**src/sd_cmd_config.svh**
```systemverilog
// frame lengths, response timeout and register addresses
// for the SD command-line controller

`ifndef SD_CMD_CONFIG_SVH
`define SD_CMD_CONFIG_SVH

`define SD_CMD_BITS        48   // start, transmission, index, argument, crc7, end
`define SD_SHORT_RSP_BITS  48   // R1, R3, R6, R7
`define SD_LONG_RSP_BITS   136  // R2
`define SD_RSP_FIELD_BITS  127  // stored response without framing bits
`define SD_NCR_MAX         64   // cycles allowed until the response start bit

`define SD_REG_CMD         3'd0
`define SD_REG_ARG         3'd1
`define SD_REG_STATUS      3'd2
`define SD_REG_RSP0        3'd4 // least significant response word
`define SD_REG_RSP1        3'd5
`define SD_REG_RSP2        3'd6
`define SD_REG_RSP3        3'd7

`endif

```
**src/sd_cmd_pkg.sv**
```systemverilog
// response kind and receiver state types

package sd_cmd_pkg;

  // response the host expects for a command
  typedef enum logic [1:0] {
    RSP_NONE  = 2'd0, // no response, command ends after the frame
    RSP_SHORT = 2'd1, // 48 bit response
    RSP_LONG  = 2'd2  // 136 bit response (R2)
  } rsp_kind_e;

  // response receiver states
  typedef enum logic [1:0] {
    IDLE       = 2'd0, // line not watched
    WAIT_START = 2'd1, // waiting for the card to pull cmd low
    SHIFT_IN   = 2'd2, // sampling frame bits
    FINISHED   = 2'd3  // result valid for one cycle
  } rx_state_e;

endpackage

```
**src/sd_crc7.sv**
```systemverilog
// serial CRC7 (x^7 + x^3 + 1) with clear, shift and hold

`timescale 1ns/1ps

module sd_crc7 (
  input  logic       sd_clk_i,
  input  logic       reset_i,
  input  logic       clear_i,  // zero the remainder
  input  logic       shift_i,  // take bit_i into the remainder
  input  logic       bit_i,
  output logic [6:0] crc_o
);

  logic [6:0] crc_q;
  logic       feedback;

  assign feedback = crc_q[6] ^ bit_i;

  always_ff @(posedge sd_clk_i) begin
    if (reset_i || clear_i) begin
      crc_q <= 7'd0;
    end else if (shift_i) begin
      crc_q <= {crc_q[5:3], crc_q[2] ^ feedback, crc_q[1:0], feedback}; // taps at x^3 and x^0
    end
  end

  assign crc_o = crc_q; // holds when not shifting

endmodule

```
**src/sd_cmd_tx.sv**
```systemverilog
// command frame serialiser with on-the-fly CRC7
// and start_listening pulse for the response receiver

`timescale 1ns/1ps

`include "sd_cmd_config.svh"

module sd_cmd_tx (
  input  logic        sd_clk_i,
  input  logic        reset_i,
  input  logic        cmd_start_i,
  input  logic [5:0]  cmd_index_i,
  input  logic [31:0] cmd_arg_i,
  output logic        cmd_o,
  output logic        cmd_oe_o,
  output logic        tx_done_o,        // end bit on the line
  output logic        start_listening_o // two cycles after the end bit
);

  localparam int unsigned HeadBits = `SD_CMD_BITS - 8; // bits covered by the crc

  logic [HeadBits-1:0] head_q;
  logic [5:0]          bit_cnt_q;
  logic                pending_q;   // frame loaded and first bit due next
  logic                oe_q;
  logic                cmd_q;
  logic                listen_d1_q;
  logic                listen_q;
  logic                launch;
  logic                active;
  logic                end_cycle;
  logic                crc_load;
  logic                crc_shift;
  logic [6:0]          crc;

  assign launch    = cmd_start_i;
  assign active    = pending_q | oe_q;
  assign end_cycle = oe_q & (bit_cnt_q == 6'(`SD_CMD_BITS));
  assign crc_load  = oe_q & (bit_cnt_q == 6'(HeadBits));   // crc follows the head
  assign crc_shift = active & (bit_cnt_q < 6'(HeadBits));

  always_ff @(posedge sd_clk_i) begin
    if (reset_i) begin
      pending_q <= 1'b0;
      oe_q      <= 1'b0;
      cmd_q     <= 1'b1; // idle high
      bit_cnt_q <= 6'd0;
    end else if (launch) begin
      pending_q <= 1'b1;
      bit_cnt_q <= 6'd0;
    end else if (active) begin
      pending_q <= 1'b0;
      if (end_cycle) begin
        oe_q  <= 1'b0;
        cmd_q <= 1'b1;
      end else begin
        oe_q      <= 1'b1;
        bit_cnt_q <= bit_cnt_q + 6'd1;
        cmd_q     <= crc_load ? crc[6] : head_q[HeadBits-1]; // msb first
      end
    end
  end

  // frame head that is later refilled with the remaining crc bits and the end bit
  always_ff @(posedge sd_clk_i) begin
    if (launch) begin
      head_q <= {1'b0, 1'b1, cmd_index_i, cmd_arg_i};
    end else if (crc_load) begin
      head_q <= {crc[5:0], 1'b1, {(HeadBits - 7){1'b0}}};
    end else if (active) begin
      head_q <= head_q << 1;
    end
  end

  always_ff @(posedge sd_clk_i) begin
    if (reset_i) begin
      listen_d1_q <= 1'b0;
      listen_q    <= 1'b0;
    end else begin
      listen_d1_q <= end_cycle;
      listen_q    <= listen_d1_q;
    end
  end

  sd_crc7 i_crc7 (
    .sd_clk_i (sd_clk_i),
    .reset_i  (reset_i),
    .clear_i  (launch),
    .shift_i  (crc_shift),
    .bit_i    (head_q[HeadBits-1]),
    .crc_o    (crc)
  );

  assign cmd_o             = cmd_q;
  assign cmd_oe_o          = oe_q;
  assign tx_done_o         = end_cycle;
  assign start_listening_o = listen_q;

endmodule

```
**src/sd_rsp_rx.sv**
```systemverilog
// response receiver for short and long responses
// with crc7 and end-bit check and start-bit timeout

`timescale 1ns/1ps

`include "sd_cmd_config.svh"

module sd_rsp_rx
  import sd_cmd_pkg::*;
(
  input  logic                          sd_clk_i,
  input  logic                          reset_i,
  input  rsp_kind_e                     rsp_kind_i,
  input  logic                          start_listening_i,
  input  logic                          cmd_i,
  output logic                          rsp_done_o,
  output logic [`SD_RSP_FIELD_BITS-1:0] rsp_field_o,
  output logic                          crc_ok_o,
  output logic                          end_bit_err_o,
  output logic                          timeout_o
);

  rx_state_e                     rx_state_d;
  rx_state_e                     rx_state_q;
  logic [7:0]                    bit_cnt_q;     // frame bit index, or wait cycles
  logic [`SD_RSP_FIELD_BITS-1:0] field_q;
  logic                          end_bit_err_q;
  logic                          timeout_q;
  logic                          is_long;
  logic                          listen_en;
  logic                          start_seen;
  logic                          wait_expired;
  logic                          last_bit;
  logic                          capture;
  logic                          crc_shift;
  logic [7:0]                    last_idx;
  logic [7:0]                    field_first;
  logic [7:0]                    crc_first;
  logic [7:0]                    crc_last;
  logic [6:0]                    crc;

  assign is_long   = (rsp_kind_i == RSP_LONG);
  assign listen_en = start_listening_i & (rsp_kind_i != RSP_NONE);

  // frame layout, index of the end bit and of the first stored bit
  assign last_idx    = is_long ? 8'(`SD_LONG_RSP_BITS - 1) : 8'(`SD_SHORT_RSP_BITS - 1);
  assign field_first = is_long ? 8'd8 : 8'd2;  // skip reserved bits of R2
  assign crc_first   = is_long ? 8'd8 : 8'd1;  // short: start bit fed on detection
  assign crc_last    = last_idx - 8'd8;        // bit before the crc7

  // the start_listening cycle already counts as the first sample
  assign start_seen   = ~cmd_i & ((rx_state_q == WAIT_START) |
                                  ((rx_state_q == IDLE) & listen_en));
  assign wait_expired = (rx_state_q == WAIT_START) & cmd_i &
                        (bit_cnt_q == 8'(`SD_NCR_MAX - 1));
  assign last_bit     = (rx_state_q == SHIFT_IN) & (bit_cnt_q == last_idx);
  assign capture      = (rx_state_q == SHIFT_IN) & (bit_cnt_q >= field_first) & ~last_bit;
  assign crc_shift    = (start_seen & ~is_long) |
                        ((rx_state_q == SHIFT_IN) & (bit_cnt_q >= crc_first) &
                         (bit_cnt_q <= crc_last));

  always_comb begin
    rx_state_d = rx_state_q;
    unique case (rx_state_q)
      IDLE: begin
        if (listen_en) begin
          rx_state_d = start_seen ? SHIFT_IN : WAIT_START;
        end
      end
      WAIT_START: begin
        if (start_seen) begin
          rx_state_d = SHIFT_IN;
        end else if (wait_expired) begin
          rx_state_d = FINISHED; // card stayed silent
        end
      end
      SHIFT_IN: begin
        if (last_bit) begin
          rx_state_d = FINISHED;
        end
      end
      FINISHED: rx_state_d = IDLE;
      default:  rx_state_d = IDLE;
    endcase
  end

  always_ff @(posedge sd_clk_i) begin
    if (reset_i) begin
      rx_state_q    <= IDLE;
      bit_cnt_q     <= 8'd0;
      end_bit_err_q <= 1'b0;
      timeout_q     <= 1'b0;
    end else begin
      rx_state_q <= rx_state_d;
      unique case (rx_state_q)
        IDLE: begin
          bit_cnt_q     <= 8'd1; // next sample is frame bit 1 or wait cycle 1
          end_bit_err_q <= 1'b0;
          timeout_q     <= 1'b0;
        end
        WAIT_START: begin
          bit_cnt_q <= start_seen ? 8'd1 : bit_cnt_q + 8'd1;
          if (wait_expired) begin
            timeout_q <= 1'b1;
          end
        end
        SHIFT_IN: begin
          bit_cnt_q <= bit_cnt_q + 8'd1;
          if (last_bit) begin
            end_bit_err_q <= ~cmd_i; // end bit must be 1
          end
        end
        default: ;
      endcase
    end
  end

  // short responses fill the low 45 bits, the rest stays zero
  always_ff @(posedge sd_clk_i) begin
    if (rx_state_q == IDLE) begin
      field_q <= '0;
    end else if (capture) begin
      field_q <= {field_q[`SD_RSP_FIELD_BITS-2:0], cmd_i};
    end
  end

  sd_crc7 i_crc7 (
    .sd_clk_i (sd_clk_i),
    .reset_i  (reset_i),
    .clear_i  (rx_state_q == FINISHED),
    .shift_i  (crc_shift),
    .bit_i    (cmd_i),
    .crc_o    (crc)
  );

  assign rsp_done_o    = (rx_state_q == FINISHED);
  assign rsp_field_o   = field_q;
  assign crc_ok_o      = rsp_done_o & ~timeout_q & (crc == field_q[6:0]);
  assign end_bit_err_o = end_bit_err_q;
  assign timeout_o     = timeout_q;

endmodule

```
**src/sd_cmd_regs.sv**
```systemverilog
// host register block: command, argument, status and response words

`timescale 1ns/1ps

`include "sd_cmd_config.svh"

module sd_cmd_regs
  import sd_cmd_pkg::*;
(
  input  logic                          sd_clk_i,
  input  logic                          reset_i,
  input  logic [2:0]                    reg_addr_i,
  input  logic                          reg_we_i,
  input  logic [31:0]                   reg_wdata_i,
  output logic [31:0]                   reg_rdata_o,
  output logic                          cmd_start_o,
  output logic [5:0]                    cmd_index_o,
  output logic [31:0]                   cmd_arg_o,
  output rsp_kind_e                     rsp_kind_o,
  input  logic                          tx_done_i,
  input  logic                          rsp_done_i,
  input  logic [`SD_RSP_FIELD_BITS-1:0] rsp_field_i,
  input  logic                          crc_ok_i,
  input  logic                          end_bit_err_i,
  input  logic                          timeout_i
);

  logic [5:0]                    index_q;
  logic [31:0]                   arg_q;
  logic [`SD_RSP_FIELD_BITS-1:0] rsp_q;
  rsp_kind_e                     kind_q;
  logic                          busy_q;
  logic                          start_q;
  logic                          rsp_valid_q;
  logic                          crc_ok_q;
  logic                          end_bit_err_q;
  logic                          timeout_q;
  logic                          launch;
  logic                          cmd_finished;
  logic                          rsp_capture;

  assign launch       = reg_we_i & (reg_addr_i == `SD_REG_CMD) & ~busy_q; // dropped while busy
  assign cmd_finished = busy_q & ((kind_q == RSP_NONE) ? tx_done_i : rsp_done_i);
  assign rsp_capture  = cmd_finished & (kind_q != RSP_NONE);

  always_ff @(posedge sd_clk_i) begin
    if (reset_i) begin
      busy_q        <= 1'b0;
      start_q       <= 1'b0;
      kind_q        <= RSP_NONE;
      rsp_valid_q   <= 1'b0;
      crc_ok_q      <= 1'b0;
      end_bit_err_q <= 1'b0;
      timeout_q     <= 1'b0;
    end else begin
      start_q <= launch;
      if (launch) begin
        busy_q        <= 1'b1;
        kind_q        <= rsp_kind_e'(reg_wdata_i[9:8]);
        rsp_valid_q   <= 1'b0;
        crc_ok_q      <= 1'b0;
        end_bit_err_q <= 1'b0;
        timeout_q     <= 1'b0;
      end else if (cmd_finished) begin
        busy_q <= 1'b0;
        if (rsp_capture) begin
          rsp_valid_q   <= ~timeout_i;
          crc_ok_q      <= crc_ok_i;
          end_bit_err_q <= end_bit_err_i;
          timeout_q     <= timeout_i;
        end
      end
    end
  end

  always_ff @(posedge sd_clk_i) begin
    if (launch) begin
      index_q <= reg_wdata_i[5:0];
    end
    if (reg_we_i && (reg_addr_i == `SD_REG_ARG)) begin
      arg_q <= reg_wdata_i;
    end
    if (rsp_capture) begin
      rsp_q <= rsp_field_i;
    end
  end

  always_comb begin
    unique case (reg_addr_i)
      `SD_REG_CMD:    reg_rdata_o = {22'd0, kind_q, 2'd0, index_q};
      `SD_REG_ARG:    reg_rdata_o = arg_q;
      `SD_REG_STATUS: reg_rdata_o = {27'd0, timeout_q, end_bit_err_q, crc_ok_q,
                                     rsp_valid_q, busy_q};
      `SD_REG_RSP0:   reg_rdata_o = rsp_q[31:0];
      `SD_REG_RSP1:   reg_rdata_o = rsp_q[63:32];
      `SD_REG_RSP2:   reg_rdata_o = rsp_q[95:64];
      `SD_REG_RSP3:   reg_rdata_o = {1'b0, rsp_q[126:96]}; // field is 127 bits
      default:        reg_rdata_o = 32'd0;
    endcase
  end

  assign cmd_start_o = start_q;
  assign cmd_index_o = index_q;
  assign cmd_arg_o   = arg_q;
  assign rsp_kind_o  = kind_q;

endmodule

```
**src/sd_cmd_top.sv**
```systemverilog
// command-line top: register block, command transmitter, response receiver

`timescale 1ns/1ps

`include "sd_cmd_config.svh"

module sd_cmd_top
  import sd_cmd_pkg::*;
(
  input  logic        sd_clk_i,
  input  logic        reset_i,
  input  logic [2:0]  reg_addr_i,
  input  logic        reg_we_i,
  input  logic [31:0] reg_wdata_i,
  output logic [31:0] reg_rdata_o,
  output logic        cmd_o,
  output logic        cmd_oe_o,
  input  logic        cmd_i
);

  logic                          cmd_start;
  logic [5:0]                    cmd_index;
  logic [31:0]                   cmd_arg;
  rsp_kind_e                     rsp_kind;
  logic                          tx_done;
  logic                          start_listening;
  logic                          rsp_done;
  logic [`SD_RSP_FIELD_BITS-1:0] rsp_field;
  logic                          crc_ok;
  logic                          end_bit_err;
  logic                          timeout;

  sd_cmd_regs i_regs (
    .sd_clk_i      (sd_clk_i),
    .reset_i       (reset_i),
    .reg_addr_i    (reg_addr_i),
    .reg_we_i      (reg_we_i),
    .reg_wdata_i   (reg_wdata_i),
    .reg_rdata_o   (reg_rdata_o),
    .cmd_start_o   (cmd_start),
    .cmd_index_o   (cmd_index),
    .cmd_arg_o     (cmd_arg),
    .rsp_kind_o    (rsp_kind),
    .tx_done_i     (tx_done),
    .rsp_done_i    (rsp_done),
    .rsp_field_i   (rsp_field),
    .crc_ok_i      (crc_ok),
    .end_bit_err_i (end_bit_err),
    .timeout_i     (timeout)
  );

  sd_cmd_tx i_cmd_tx (
    .sd_clk_i          (sd_clk_i),
    .reset_i           (reset_i),
    .cmd_start_i       (cmd_start),
    .cmd_index_i       (cmd_index),
    .cmd_arg_i         (cmd_arg),
    .cmd_o             (cmd_o),
    .cmd_oe_o          (cmd_oe_o),
    .tx_done_o         (tx_done),
    .start_listening_o (start_listening)
  );

  sd_rsp_rx i_rsp_rx (
    .sd_clk_i          (sd_clk_i),
    .reset_i           (reset_i),
    .rsp_kind_i        (rsp_kind),
    .start_listening_i (start_listening),
    .cmd_i             (cmd_i),
    .rsp_done_o        (rsp_done),
    .rsp_field_o       (rsp_field),
    .crc_ok_o          (crc_ok),
    .end_bit_err_o     (end_bit_err),
    .timeout_o         (timeout)
  );

endmodule

```
**config.mk**
```make
export PLATFORM = sky130hd
export DESIGN_NAME = sd_cmd_top
export DESIGN_NICKNAME = d
export VERILOG_FILES = /design/src/sd_cmd_pkg.sv /design/src/sd_crc7.sv /design/src/sd_cmd_tx.sv /design/src/sd_rsp_rx.sv /design/src/sd_cmd_regs.sv /design/src/sd_cmd_top.sv
export VERILOG_INCLUDE_DIRS = /design/src
export SDC_FILE = /design/constraint.sdc
export NUM_CORES = 1
export LEC_CHECK = 0
export ABC_AREA = 1
export BUFFER_PORTS_ARGS = -buffer_cell sky130_fd_sc_hd__buf_2
export CORE_MARGIN = 2
export CORE_UTILIZATION = 46
export CTS_BUF_LIST = sky130_fd_sc_hd__clkbuf_16
export DETAILED_ROUTE_END_ITERATION = 8
export PLACE_DENSITY = 0.69
export SYNTH_ARGS = -nofsm -noshare
export SYNTH_HDL_FRONTEND = slang
export SYNTH_SLANG_ARGS = --single-unit
```
**constraint.sdc**
```tcl
create_clock -name sd_clk_i -period 5.5 [get_ports sd_clk_i]
set_clock_uncertainty 0.1 [all_clocks]
set_input_delay 1.65 -clock sd_clk_i [delete_from_list [all_inputs] [get_ports sd_clk_i]]
set_output_delay 1.65 -clock sd_clk_i [all_outputs]
set_load 0.01 [all_outputs]
```
**After elaboration in Yosys (flattened, before gate mapping)**

Cells that the tools add are included.

- Register bits after elaboration: 377
- Latch bits: 0
- RAM bits: 0
- ROM bits: 0
- Word-level logic and storage cells: 134
- Memories: 0

- Add/sub/neg operators: 3
- Multiply operators: 0
- Div/mod/pow operators: 0
- Order comparisons: 4
- Equal/unequal tests: 19
- Shift-type cells: 0
- Multiplexer cells: 27
- Bitwise gates (word level): 34
- Reduce and logical (&&, ||, !) cells: 22

Operators with widths:

| kind | number |
|---|---|
| 32-bit one-hot mux with 7 select lines | 1 |
| 40-bit 2-to-1 mux | 2 |
| 38-bit 2-to-1 mux | 1 |
| 8-bit one-hot mux with 3 select lines | 1 |
| 1-bit bitwise AND | 20 |
| 8-bit >= comparator | 2 |
| 8-bit 2-to-1 mux | 2 |
| 3-bit equality test, second input constant | 4 |
| 6-bit equality test, second input constant | 2 |
| 2-bit nonzero test | 6 |
| 1-bit 2-to-1 mux | 10 |
| 2-bit 2-to-1 mux | 5 |
| 2-bit AND reduction | 5 |
| 8-bit by 1-bit adder with 8-bit output, second input constant | 1 |
| 8-bit by 6-bit equality test with 1-bit output, second input constant | 1 |
| 8-bit equality test | 1 |
| 8-bit less-or-equal comparator | 1 |
| 4-bit 2-to-1 mux | 2 |
| 2-bit one-hot mux with 4 select lines | 1 |
| 8-bit by 4-bit subtractor with 8-bit output, second input constant | 1 |
| 7-bit equality test | 1 |
| 1-bit inverter | 7 |
| 6-bit by 1-bit adder with 6-bit output, second input constant | 1 |
| 2-bit equality test, second input constant | 3 |
| 16 further kinds | 28 |

**Depth between registers and ports, before layout**

Gate-level depths: netlist (run 1).

- Word-level depth: 8
- Gate-level depth with buffers: 14

**Modules after synthesis**

Synthesis (run 1) repeated with hierarchy kept, for this count alone.

- Cell total of the unflattened synthesis: 1,692
- Area total of the unflattened synthesis: 15,865.2 um2

Modules (own cells, without submodules):

| module | times used | cells each | area each (um2) |
|---|---|---|---|
| sd_cmd_regs | 1 | 601 | 7,129.3 |
| sd_rsp_rx | 1 | 746 | 5,778.0 |
| sd_cmd_tx | 1 | 263 | 2,352.3 |
| sd_crc7 | 2 | 41 | 302.8 |

**Least setup slack after synthesis (run 1)**

OpenSTA, ideal clock, no wires.

- Path type: in2out
- From: in reg_addr_i[1]
- To: out reg_rdata_o[8]
- Arrival time: 2.482 ns
- Data required time: 3.750 ns
- Slack: 1.268 ns
- Stages on the path: 5
- Buffers on the path: 1
- Cell sequence: inv_1 -> nor3_1 -> buf_2 -> a22oi_1 -> o211ai_1

- Longest elaborated chain between the ends: 2
- Elaborated cells on any way between the ends: 8

RTL lines:

| item | line | text |
|---|---|---|
| start, declared | sd_cmd_top.sv:12 | `input logic [2:0] reg_addr_i,` |
| 3-bit equality test, or another cell as far along | sd_cmd_regs.sv:89 | `unique case (reg_addr_i)` |
| 32-bit one-hot mux with 7 select lines (*) | sd_cmd_regs.sv:89 |  |
| end, declared | sd_cmd_top.sv:15 | `output logic [31:0] reg_rdata_o,` |

Mark *: on every way between the ends. The rest lies on a longest branch, timed or not.

**Final worst setup path (run 1)**

- From: in reg_addr_i[1]
- To: out reg_rdata_o[16]

The elaborated chain is that of the path after synthesis.

==> impl_results.rst, run 1 <==
.. list-table::
   :header-rows: 1

   * - Metric
     - Value
   * - Outcome
     - complete, no violations
   * - Worst Path Arrival
     - 3220 ps
   * - Number of clock buffers inserted by TritonCTS
     - 38
   * - Setup TNS Final
     - 0 ps
   * - Synth cell types
     - 33
   * - CTS root buffer
     - clkbuf_16
   * - Hold Crit Class
     - flop to flop
   * - Starting utilization of the core area
     - 46.8%
   * - CP Class
     - input pin to primary output
   * - Antenna violations before repair
     - 0
   * - Cells taking the most area after synthesis
     - edfxtp_1, dfxtp_1, nand2_1
   * - Synthesis Warnings
     - 0
   * - Synthesized instance count
     - 1442
   * - Tcrit/Tclk final
     - 90.3%
   * - First-pass GRT wire length
     - 54400 µm
   * - Cell area after placement
     - 15400 µm²
   * - Max_cap viols
     - 0
   * - Peak Freq
     - 201 MHz
   * - Post-route design area
     - 16600 µm²
   * - Source-to-sink clock delay at the later pin of the worst-skew pair
     - 520 ps
   * - Part of the Yosys area used for sequential elements
     - 64.5%
   * - Routability cong.
     - 0.830
   * - Drt first-iter violations
     - 1027
   * - Share of final-layout standard cells stronger than drive strength 1
     - 9.97%
   * - Setup repair bufs after CTS
     - 0
   * - Mean routed wirelength per cell
     - 18.2 µm
   * - Synthesized area
     - 14900 µm²
   * - Primary FF master, synth
     - edfxtp_1
   * - Number of levels in the clock H-tree
     - 2
   * - Util after Layout
     - 52.4%
   * - Internal cell power
     - 4.56 mW
   * - Detailed-placement wirelength estimate
     - 21200 µm
   * - Die Footprint
     - 33700 µm²
   * - CP Launch Type
     - input pin
   * - Core outline area
     - 31700 µm²
   * - Share of power burned in registers
     - 49.0%
   * - Resized Gates After CTS
     - 0
   * - Reported net switching power
     - 1.64 mW
   * - DRC violations left
     - 0
   * - Synthesis-stage register bit count
     - 377
   * - Syn_nets
     - 1494
   * - Count of final max-slew check failures
     - 0
   * - Worst-path clk slew
     - 60 ps
   * - Total of hold buffers inserted after clock tree synthesis
     - 0
   * - Power density normalized to cell area
     - 373 nW/µm²
   * - Switching power share of the total
     - 26.5%
   * - VDD IR max
     - 0.200 mV
   * - Floorplan row count
     - 65
   * - Detailed-router iteration count before antenna repair
     - 7
   * - TritonCTS clock tree
     - yes
   * - N_diodes
     - 0
   * - Clock network fraction of total power
     - 39.1%
   * - Unrepaired setup endpoints after global routing
     - no
   * - Via count
     - 10900
   * - Hold Vio Cnt, Final
     - 0
   * - Buffers on Ports
     - 72
   * - Filler cell count in the final layout
     - 2717
   * - Async set-reset flop share out of synthesis
     - 0%
   * - Count of antenna-violating nets left after detailed routing
     - 0
   * - Leakage power
     - 5.57 nW
   * - Die boundary height
     - 184 µm
   * - GRT Resource Usage Total
     - 20.1%
   * - Die width
     - 184 µm
   * - Top-level port count
     - 73
   * - Proportion of power drawn by combinational gates
     - 12.0%
   * - Clock tree buffer depth
     - 3
   * - Clk sinks
     - 377
   * - Transition at the pin with the smallest max-transition slack
     - 1200 ps
   * - Hold slack final
     - 307 ps
   * - Post-layout minimum cycle time
     - 4970 ps
   * - EDFF count, synth
     - 203
   * - Grt total ovfl
     - 0
   * - Final net count
     - 1526
   * - Layout overhead on the synthesized area
     - 11.8%
   * - Share of Yosys cell area claimed by the top area cell type
     - 41.0%
   * - Final WL
     - 34700 µm
   * - Max-Slew Margin vs Limit
     - 19.6%
   * - Post-Syn Area per Cell
     - 10.3 µm²
   * - Crit. End Element
     - primary output
   * - Endpoint required time on the critical path
     - 3750 ps
   * - Leading area contributor after synthesis
     - edfxtp_1
   * - Maximum number of pins on one net before global-route repair
     - 95
   * - Worst-case register-to-register setup slack
     - 1850 ps
   * - Number of global-route vias before repair
     - 10300
   * - Top fanout value on the critical path
     - 16
   * - Post-DR vias/cell
     - 5.74
   * - Final count of negative-setup-slack endpoints
     - 0
critical path, stage by stage:
cell	delay, ps
buf_2	120
inv_1	100
nand3_1	90
inv_1	570
buf_4	300
nand2_1	80
o2111ai_1	100
buf_2	170
cells in the final DEF (no fill, tap or decap), types with 4 or more instances in the layout:
cell	instances
clkinv_1	12
ha_1	11
buf_4	17
nand2_1	316
a22oi_1	32
o21ai_0	53
a22o_1	8
nor3_1	6
nand4_1	136
a211oi_1	4
nor2_1	63
dfxtp_1	174
nand3_1	33
a31oi_1	5
xor2_1	7
o2111ai_1	23
a21oi_1	156
clkbuf_16	41
edfxtp_1	203
nor2_2	5
inv_1	101
buf_2	72
kinds of logic after synthesis:
logic type | share of synthesized area (%)
AND/OR/NAND/NOR | 17.2
adder cells (fa/ha/maj) | 1.10
buffers and inverters | 5.48
XOR/XNOR | 0.590
AO/OA/AOI/OAI | 11.1
flip-flops | 64.5
power by group through the flow:
stage | logic, mW | clock network (mW) | registers (mW)
4_1_cts | 0.740 | 2.47 | 3.03
3_5_place_dp | 0.736 | 0 | 3.09
6_report | 0.740 | 2.42 | 3.03
2_1_floorplan | 0.523 | 0 | 3.08
3_3_place_gp | 0.729 | 0 | 3.09
5_1_grt | 0.814 | 2.58 | 3.04
worst paths after layout:
kind	from	to	cells past startpoint
max reg2reg	i_regs.rsp_kind_o[0]	i_rsp_rx.rsp_field_o[26]	11
min reg2reg	i_cmd_tx.listen_d1_q	i_cmd_tx.start_listening_o	2
max	reg_addr_i[1]	reg_rdata_o[16]	8
min	i_cmd_tx.listen_d1_q	i_cmd_tx.start_listening_o	2
through the flow:
stage / std cells / setup slack, ps / power [mW]
6_report: 1906 / 532 / 6.19
5_1_grt: 1906 / 379 / 6.43
4_1_cts: 1906 / 524 / 6.24
3_5_place_dp: 1836 / 539 / 3.83
3_3_place_gp: 1836 / 581 / 3.82
2_1_floorplan: 1442 / 1270 / 3.61
state kept, by name, summed over array words and instances (netlist names), 2 cells and up:
signal	flops
i_cmd_tx.i_crc7.crc_o	7
i_regs.rsp_q	127
i_regs.cmd_arg_o	32
i_cmd_tx.bit_cnt_q	6
i_regs.rsp_kind_o	2
i_cmd_tx.head_q	40
i_rsp_rx.bit_cnt_q	8
i_regs.cmd_index_o	6
i_rsp_rx.rx_state_q	2
i_rsp_rx.rsp_field_o	127
i_rsp_rx.i_crc7.crc_o	7
routing by layer:
metal  track usage (%)  wire length (µm)  part of all wire (%)  up-vias
li1                  -                 -                     -     5191
met1              28.8             15500                    45     5294
met2              31.6             16100                    46      400
met3              3.33              2460                   7.1       52
met4              5.73               622                   1.8        0
met5                 0                 0                     0        -
cells in the mapped netlist, types with 4 or more instances:
master	n
buf_4	18
buf_2	21
a22o_1	8
nand3_1	33
nand4_1	136
inv_1	90
clkbuf_1	47
o21ai_0	53
a21oi_1	156
edfxtp_1	203
a22oi_1	32
o2111ai_1	23
ha_1	13
nor3_1	7
buf_1	9
dfxtp_1	174
xor2_1	7
nor2_1	65
nor2_2	4
nand2_1	316
a31oi_1	5
a211oi_1	4
area by class of cell:
cell class / instances / area, µm² / area share, %
clock buffer: 41 / 1030 / 6.18
timing repair buffer: 89 / 488 / 2.94
sequential: 377 / 9580 / 57.7
clock inverter: 29 / 148 / 0.889
multi-input combinational: 877 / 4520 / 27.2
inverter: 91 / 344 / 2.07
tap: 402 / 503 / 3.03
Note: power is estimated with default switching activity, not from simulation.
==> run 2: changes to the inputs <==
CORE_UTILIZATION = 40   (was 46)
PLACE_DENSITY = 0.62   (was 0.69)
==> impl_results.rst, run 2 (synthesis gave the netlist of run 1 again) <==
.. list-table::
   :header-rows: 1

   * - Metric
     - Value
   * - Setup TNS Final
     - 0 ps
   * - CP Class
     - input pin to primary output
   * - Count of antenna-violating nets left after detailed routing
     - 0
   * - Number of cells on the worst reg-to-reg path
     - 11
   * - Endpoint of the worst register-to-register path
     - i_rsp_rx.rsp_field_o[36]
   * - Clock tree buffer depth
     - 3
   * - Via count
     - 10800
   * - Worst-case register-to-register setup slack
     - 2230 ps
   * - Top fanout value on the critical path
     - 11
   * - Final WL
     - 35700 µm
   * - CTS root buffer
     - clkbuf_16
   * - Endpoint required time on the critical path
     - 3750 ps
   * - Floorplan row count
     - 70
   * - Worst-path clk slew
     - 60 ps
   * - Worst Path Arrival
     - 3130 ps
   * - Peak per-stage delay on the critical path
     - 240 ps
   * - GRT Resource Usage Total
     - 18.4%
   * - Family with the most delay on the worst path
     - buffers and inverters
   * - Leading cell type in the layout, fill and taps excluded
     - nand2_1
   * - First-pass GRT wire length
     - 56800 µm
   * - Number of clock buffers inserted by TritonCTS
     - 38
   * - Transition at the pin with the smallest max-transition slack
     - 1160 ps
   * - Routability cong.
     - 0.804
   * - Resized Gates After CTS
     - 0
   * - Cell-by-cell trace of the critical path
     - buf_2 > inv_1 > nand3_1 > buf_4 > inv_1 > nand2_1 > o21ai_0 > a21oi_1 > nand4_1 > buf_2
   * - Launch instance of the worst register-to-register path
     - i_regs.rsp_kind_o[0]
   * - Capture point of the critical path
     - reg_rdata_o[3]
   * - Cell with the largest stage delay on the worst path
     - a21oi_1
   * - Count of final max-slew check failures
     - 0
   * - Final count of negative-setup-slack endpoints
     - 0
   * - Peak Freq
     - 205 MHz
   * - Maximum number of pins on one net before global-route repair
     - 82
   * - Setup repair bufs after CTS
     - 0
   * - Source-to-sink clock delay at the later pin of the worst-skew pair
     - 530 ps
   * - Drt first-iter violations
     - 914
   * - TritonCTS clock tree
     - yes
   * - Hold Vio Cnt, Final
     - 0
   * - Outcome
     - complete, no violations
   * - Detailed-placement wirelength estimate
     - 21600 µm
   * - Worst path buffer plus inverter count
     - 5
   * - Starting utilization of the core area
     - 40.6%
   * - Final total power
     - 6.33 mW
   * - Die Footprint
     - 38700 µm²
   * - Most frequent cells in the layout
     - nand2_1, edfxtp_1, dfxtp_1
   * - Crit path from
     - reg_addr_i[2]
   * - Tcrit/Tclk final
     - 88.8%
   * - Layout overhead on the synthesized area
     - 12.8%
   * - DRC violations left
     - 0
   * - Crit. End Element
     - primary output
   * - Detailed-router iteration count before antenna repair
     - 5
   * - Post-DR vias/cell
     - 5.47
   * - Total of hold buffers inserted after clock tree synthesis
     - 0
   * - Die width
     - 197 µm
   * - Core outline area
     - 36600 µm²
   * - Mean routed wirelength per cell
     - 18.1 µm
   * - Share of final-layout standard cells stronger than drive strength 1
     - 10.5%
   * - Antenna violations before repair
     - 1
   * - Unrepaired setup endpoints after global routing
     - no
   * - Grt total ovfl
     - 0
   * - Power density normalized to cell area
     - 378 nW/µm²
   * - Max-Slew Margin vs Limit
     - 22.4%
   * - Post-route design area
     - 16800 µm²
   * - Buffers on Ports
     - 72
   * - Cell count along the critical path
     - 10
   * - Number of global-route vias before repair
     - 10400
   * - CP Launch Type
     - input pin
   * - Clk sinks
     - 377
   * - Max_cap viols
     - 0
   * - Cell area after placement
     - 15500 µm²
   * - Hold Crit Class
     - flop to flop
   * - Top-level port count
     - 73
   * - Leakage power
     - 5.60 nW
   * - Number of levels in the clock H-tree
     - 2
   * - VDD IR max
     - 0.199 mV
   * - Die boundary height
     - 197 µm
   * - Final net count
     - 1527
   * - Post-layout minimum cycle time
     - 4880 ps
run 2: changes by cell type in the layout (fill, tap and decap cells not counted), sizes merged:
cell,before,now
inv,103,100
diode,0,1
clkbuf,41,39
buf,89,90
clkinv,13,15
bufinv,1,4
clkinvlp,3,2
run 2: metrics by stage:
stage | hold WS (ps) | worst slack, ps | util (%) | std cells
2_1_floorplan | 288 | 1270 | - | 1442
3_3_place_gp | 301 | 653 | 42.4 | 1903
3_5_place_dp | 303 | 642 | 42.4 | 1903
4_1_cts | 319 | 640 | 45.8 | 1972
5_1_grt | 338 | 511 | 45.8 | 1973
6_report | 315 | 618 | 45.8 | 1973
run 2: how the worst min path moves through the flow:
stage	start	end	slack [ps]	cells past startpoint
global route	i_cmd_tx.listen_d1_q	i_cmd_tx.start_listening_o	340	2
floorplan	i_cmd_tx.listen_d1_q	i_cmd_tx.start_listening_o	290	2
finish	i_cmd_tx.listen_d1_q	i_cmd_tx.start_listening_o	310	2
global placement	i_cmd_tx.listen_d1_q	i_cmd_tx.start_listening_o	300	2
detailed placement	i_cmd_tx.listen_d1_q	i_cmd_tx.start_listening_o	300	2
CTS	i_cmd_tx.listen_d1_q	i_cmd_tx.start_listening_o	320	2
run 2: where the power goes:
part | switching (mW) | total (mW) | internal (mW) | leakage (nW)
Sequential | 0.0369 | 3.03 | 3.00 | 2.98
Combinational | 0.586 | 0.762 | 0.175 | 2.00
Clock | 1.06 | 2.53 | 1.47 | 0.624
run 2: cell type report:
type	instances	area [µm²]
flip-flops and latches	377	9580
clock buffers	39	976
diodes	1	2.50
multi-input cells	877	4520
clock inverters	30	239
fillers	3349	19900
repair buffers	90	508
well taps	468	586
inverters	91	344
run 2: worst register-to-register path, cell delays in order (launching register included):
cell and delay (ps):
dfxtp_1 380, inv_1 90, nand2_1 230, ha_1 300, inv_1 80, nand3_1 100, nor2_2 190, nand2_4 510
nand3_4 260, buf_4 610, nand2_1 180, a21oi_1 170
run 2: routing by layer:
layer	track usage, %	up-vias	part of all wire [%]
met3	3.13	51	5.9
met5	0	-	0
met1	26.4	5254	47
met4	4.26	0	1.7
met2	29.3	299	46
li1	-	5184	-
==> run 3: changes to the inputs <==
CORE_ASPECT_RATIO = 1.4   (was default)
==> impl_results.rst, run 3 (synthesis gave the netlist of run 1 again) <==
.. list-table::
   :header-rows: 1

   * - Metric
     - Value
   * - Family with the most delay on the worst path
     - buffers and inverters
   * - Cell-by-cell trace of the critical path
     - buf_2 > inv_1 > nand3_1 > buf_4 > inv_1 > nand2_1 > o21ai_0 > a21oi_1 > nand4_1 > buf_2
   * - Clk sinks
     - 377
   * - Clock network fraction of total power
     - 39.2%
   * - Setup TNS Final
     - 0 ps
   * - TritonCTS clock tree
     - yes
   * - Grt total ovfl
     - 0
   * - Proportion of power drawn by combinational gates
     - 11.9%
   * - Share of power burned in registers
     - 48.9%
   * - Power density normalized to cell area
     - 372 nW/µm²
   * - Worst path buffer plus inverter count
     - 5
   * - Number of levels in the clock H-tree
     - 2
   * - Final total power
     - 6.21 mW
   * - Via count
     - 10700
   * - Peak Freq
     - 207 MHz
   * - Die boundary height
     - 232 µm
   * - Post-route design area
     - 16700 µm²
   * - Resized Gates After CTS
     - 0
   * - Number of global-route vias before repair
     - 10400
   * - Layout overhead on the synthesized area
     - 12.3%
   * - Leakage power
     - 5.57 nW
   * - Clock tree buffer depth
     - 3
   * - Detailed-placement wirelength estimate
     - 20900 µm
   * - Endpoint required time on the critical path
     - 3750 ps
   * - Final WL
     - 34300 µm
   * - Peak per-stage delay on the critical path
     - 240 ps
   * - Drt first-iter violations
     - 960
   * - Mean routed wirelength per cell
     - 17.4 µm
   * - Source-to-sink clock delay at the later pin of the worst-skew pair
     - 530 ps
   * - Cell with the largest stage delay on the worst path
     - buf_4
   * - Filler cell count in the final layout
     - 3419
   * - Final count of negative-setup-slack endpoints
     - 0
   * - Total of hold buffers inserted after clock tree synthesis
     - 0
   * - GRT Resource Usage Total
     - 17.5%
   * - Detailed-router iteration count before antenna repair
     - 5
   * - VDD IR max
     - 0.241 mV
   * - Worst Path Arrival
     - 3070 ps
   * - Number of clock buffers inserted by TritonCTS
     - 37
   * - Smallest setup slack after layout
     - 679 ps
   * - Die Footprint
     - 38700 µm²
   * - Cell area after placement
     - 15500 µm²
   * - Sequential cell area in the final layout
     - 9580 µm²
   * - Max-Slew Margin vs Limit
     - 26.2%
   * - Post-DR vias/cell
     - 5.43
   * - N_diodes
     - 0
   * - Top fanout value on the critical path
     - 10
   * - Transition at the pin with the smallest max-transition slack
     - 1100 ps
   * - CTS root buffer
     - clkbuf_16
   * - Tcrit/Tclk final
     - 87.6%
   * - CP Launch Type
     - input pin
   * - Post-layout minimum cycle time
     - 4820 ps
   * - Most frequent cells in the layout
     - nand2_1, edfxtp_1, dfxtp_1
   * - Antenna violations before repair
     - 0
   * - Util after Layout
     - 45.5%
   * - Count of final max-slew check failures
     - 0
   * - Final net count
     - 1526
   * - Top-level port count
     - 73
   * - Outcome
     - complete, no violations
   * - Unrepaired setup endpoints after global routing
     - no
   * - Die width
     - 167 µm
   * - Buffers on Ports
     - 72
   * - Setup repair bufs after CTS
     - 0
   * - Footprint of the multi-input gates
     - 4520 µm²
   * - Routability cong.
     - 0.769
   * - Floorplan row count
     - 83
   * - Internal cell power
     - 4.55 mW
   * - Max_cap viols
     - 0
   * - DRC violations left
     - 0
   * - Core outline area
     - 36700 µm²
   * - Worst-path clk slew
     - 60 ps
   * - Hold Crit Class
     - flop to flop
   * - Maximum number of pins on one net before global-route repair
     - 69
   * - Reported net switching power
     - 1.66 mW
   * - Crit. End Element
     - primary output
   * - Leading cell type in the layout, fill and taps excluded
     - nand2_1
   * - Starting utilization of the core area
     - 40.5%
   * - Switching power share of the total
     - 26.7%
   * - Hold Vio Cnt, Final
     - 0
   * - Share of final-layout standard cells stronger than drive strength 1
     - 10.4%
   * - Worst setup slack before clock tree synthesis
     - 697 ps
   * - First-pass GRT wire length
     - 55400 µm
   * - CP Class
     - input pin to primary output
   * - Count of antenna-violating nets left after detailed routing
     - 0
run 3: cell count changes in the layout (fill, tap and decap cells not counted), moves of 2 or more:
cell,change
bufinv_16,-2
clkinv_1,-2
clkinv_2,-2
clkinvlp_4,+2
inv_1,+3
run 3: final timing paths:
check	startpoint	to	slack (ps)	depth (start not counted)
setup / recovery	reg_addr_i[2]	reg_rdata_o[2]	680	10
hold / removal	i_cmd_tx.listen_d1_q	i_cmd_tx.start_listening_o	310	2
setup reg to reg	i_regs.rsp_kind_o[0]	i_rsp_rx.rsp_field_o[52]	1810	11
hold reg to reg	i_cmd_tx.listen_d1_q	i_cmd_tx.start_listening_o	310	2
run 3: routing by layer:
layer	global-route usage [%]	part of all wire, %	vias up
li1	-	-	5187
met1	23.6	45	5183
met2	28.8	48	278
met3	2.93	4.7	55
met4	5.66	2.2	0
met5	0	0	-
run 3: metrics by stage:
stage               hold WS (ps)  cells
floorplan                    288   1442
global placement             298   1902
detailed placement           301   1902
CTS                          317   1970
global route                 342   1970
finish                       312   1970
run 3: cell type report:
class	instances	share of cell area (%)
repair buffers	90	2.97
well taps	467	3.50
clock buffers	39	5.85
flip-flops and latches	377	57.4
multi-input cells	877	27.1
inverters	91	2.06
clock inverters	29	1.12
run 3: power groups by stage:
stage,Combinational [mW],Clock (mW),Sequential [mW]
6_report,0.742,2.43,3.03
2_1_floorplan,0.523,0,3.08
4_1_cts,0.744,2.49,3.03
3_3_place_gp,0.737,0,3.09
3_5_place_dp,0.746,0,3.09
5_1_grt,0.823,2.60,3.04
run 3: tightest hold or removal path: cells and delay by family (launching register included):
kind	cells	cell delay, ps
buffers and inverters	1	40
AND/OR/NAND/NOR	1	30
flip-flops	1	300
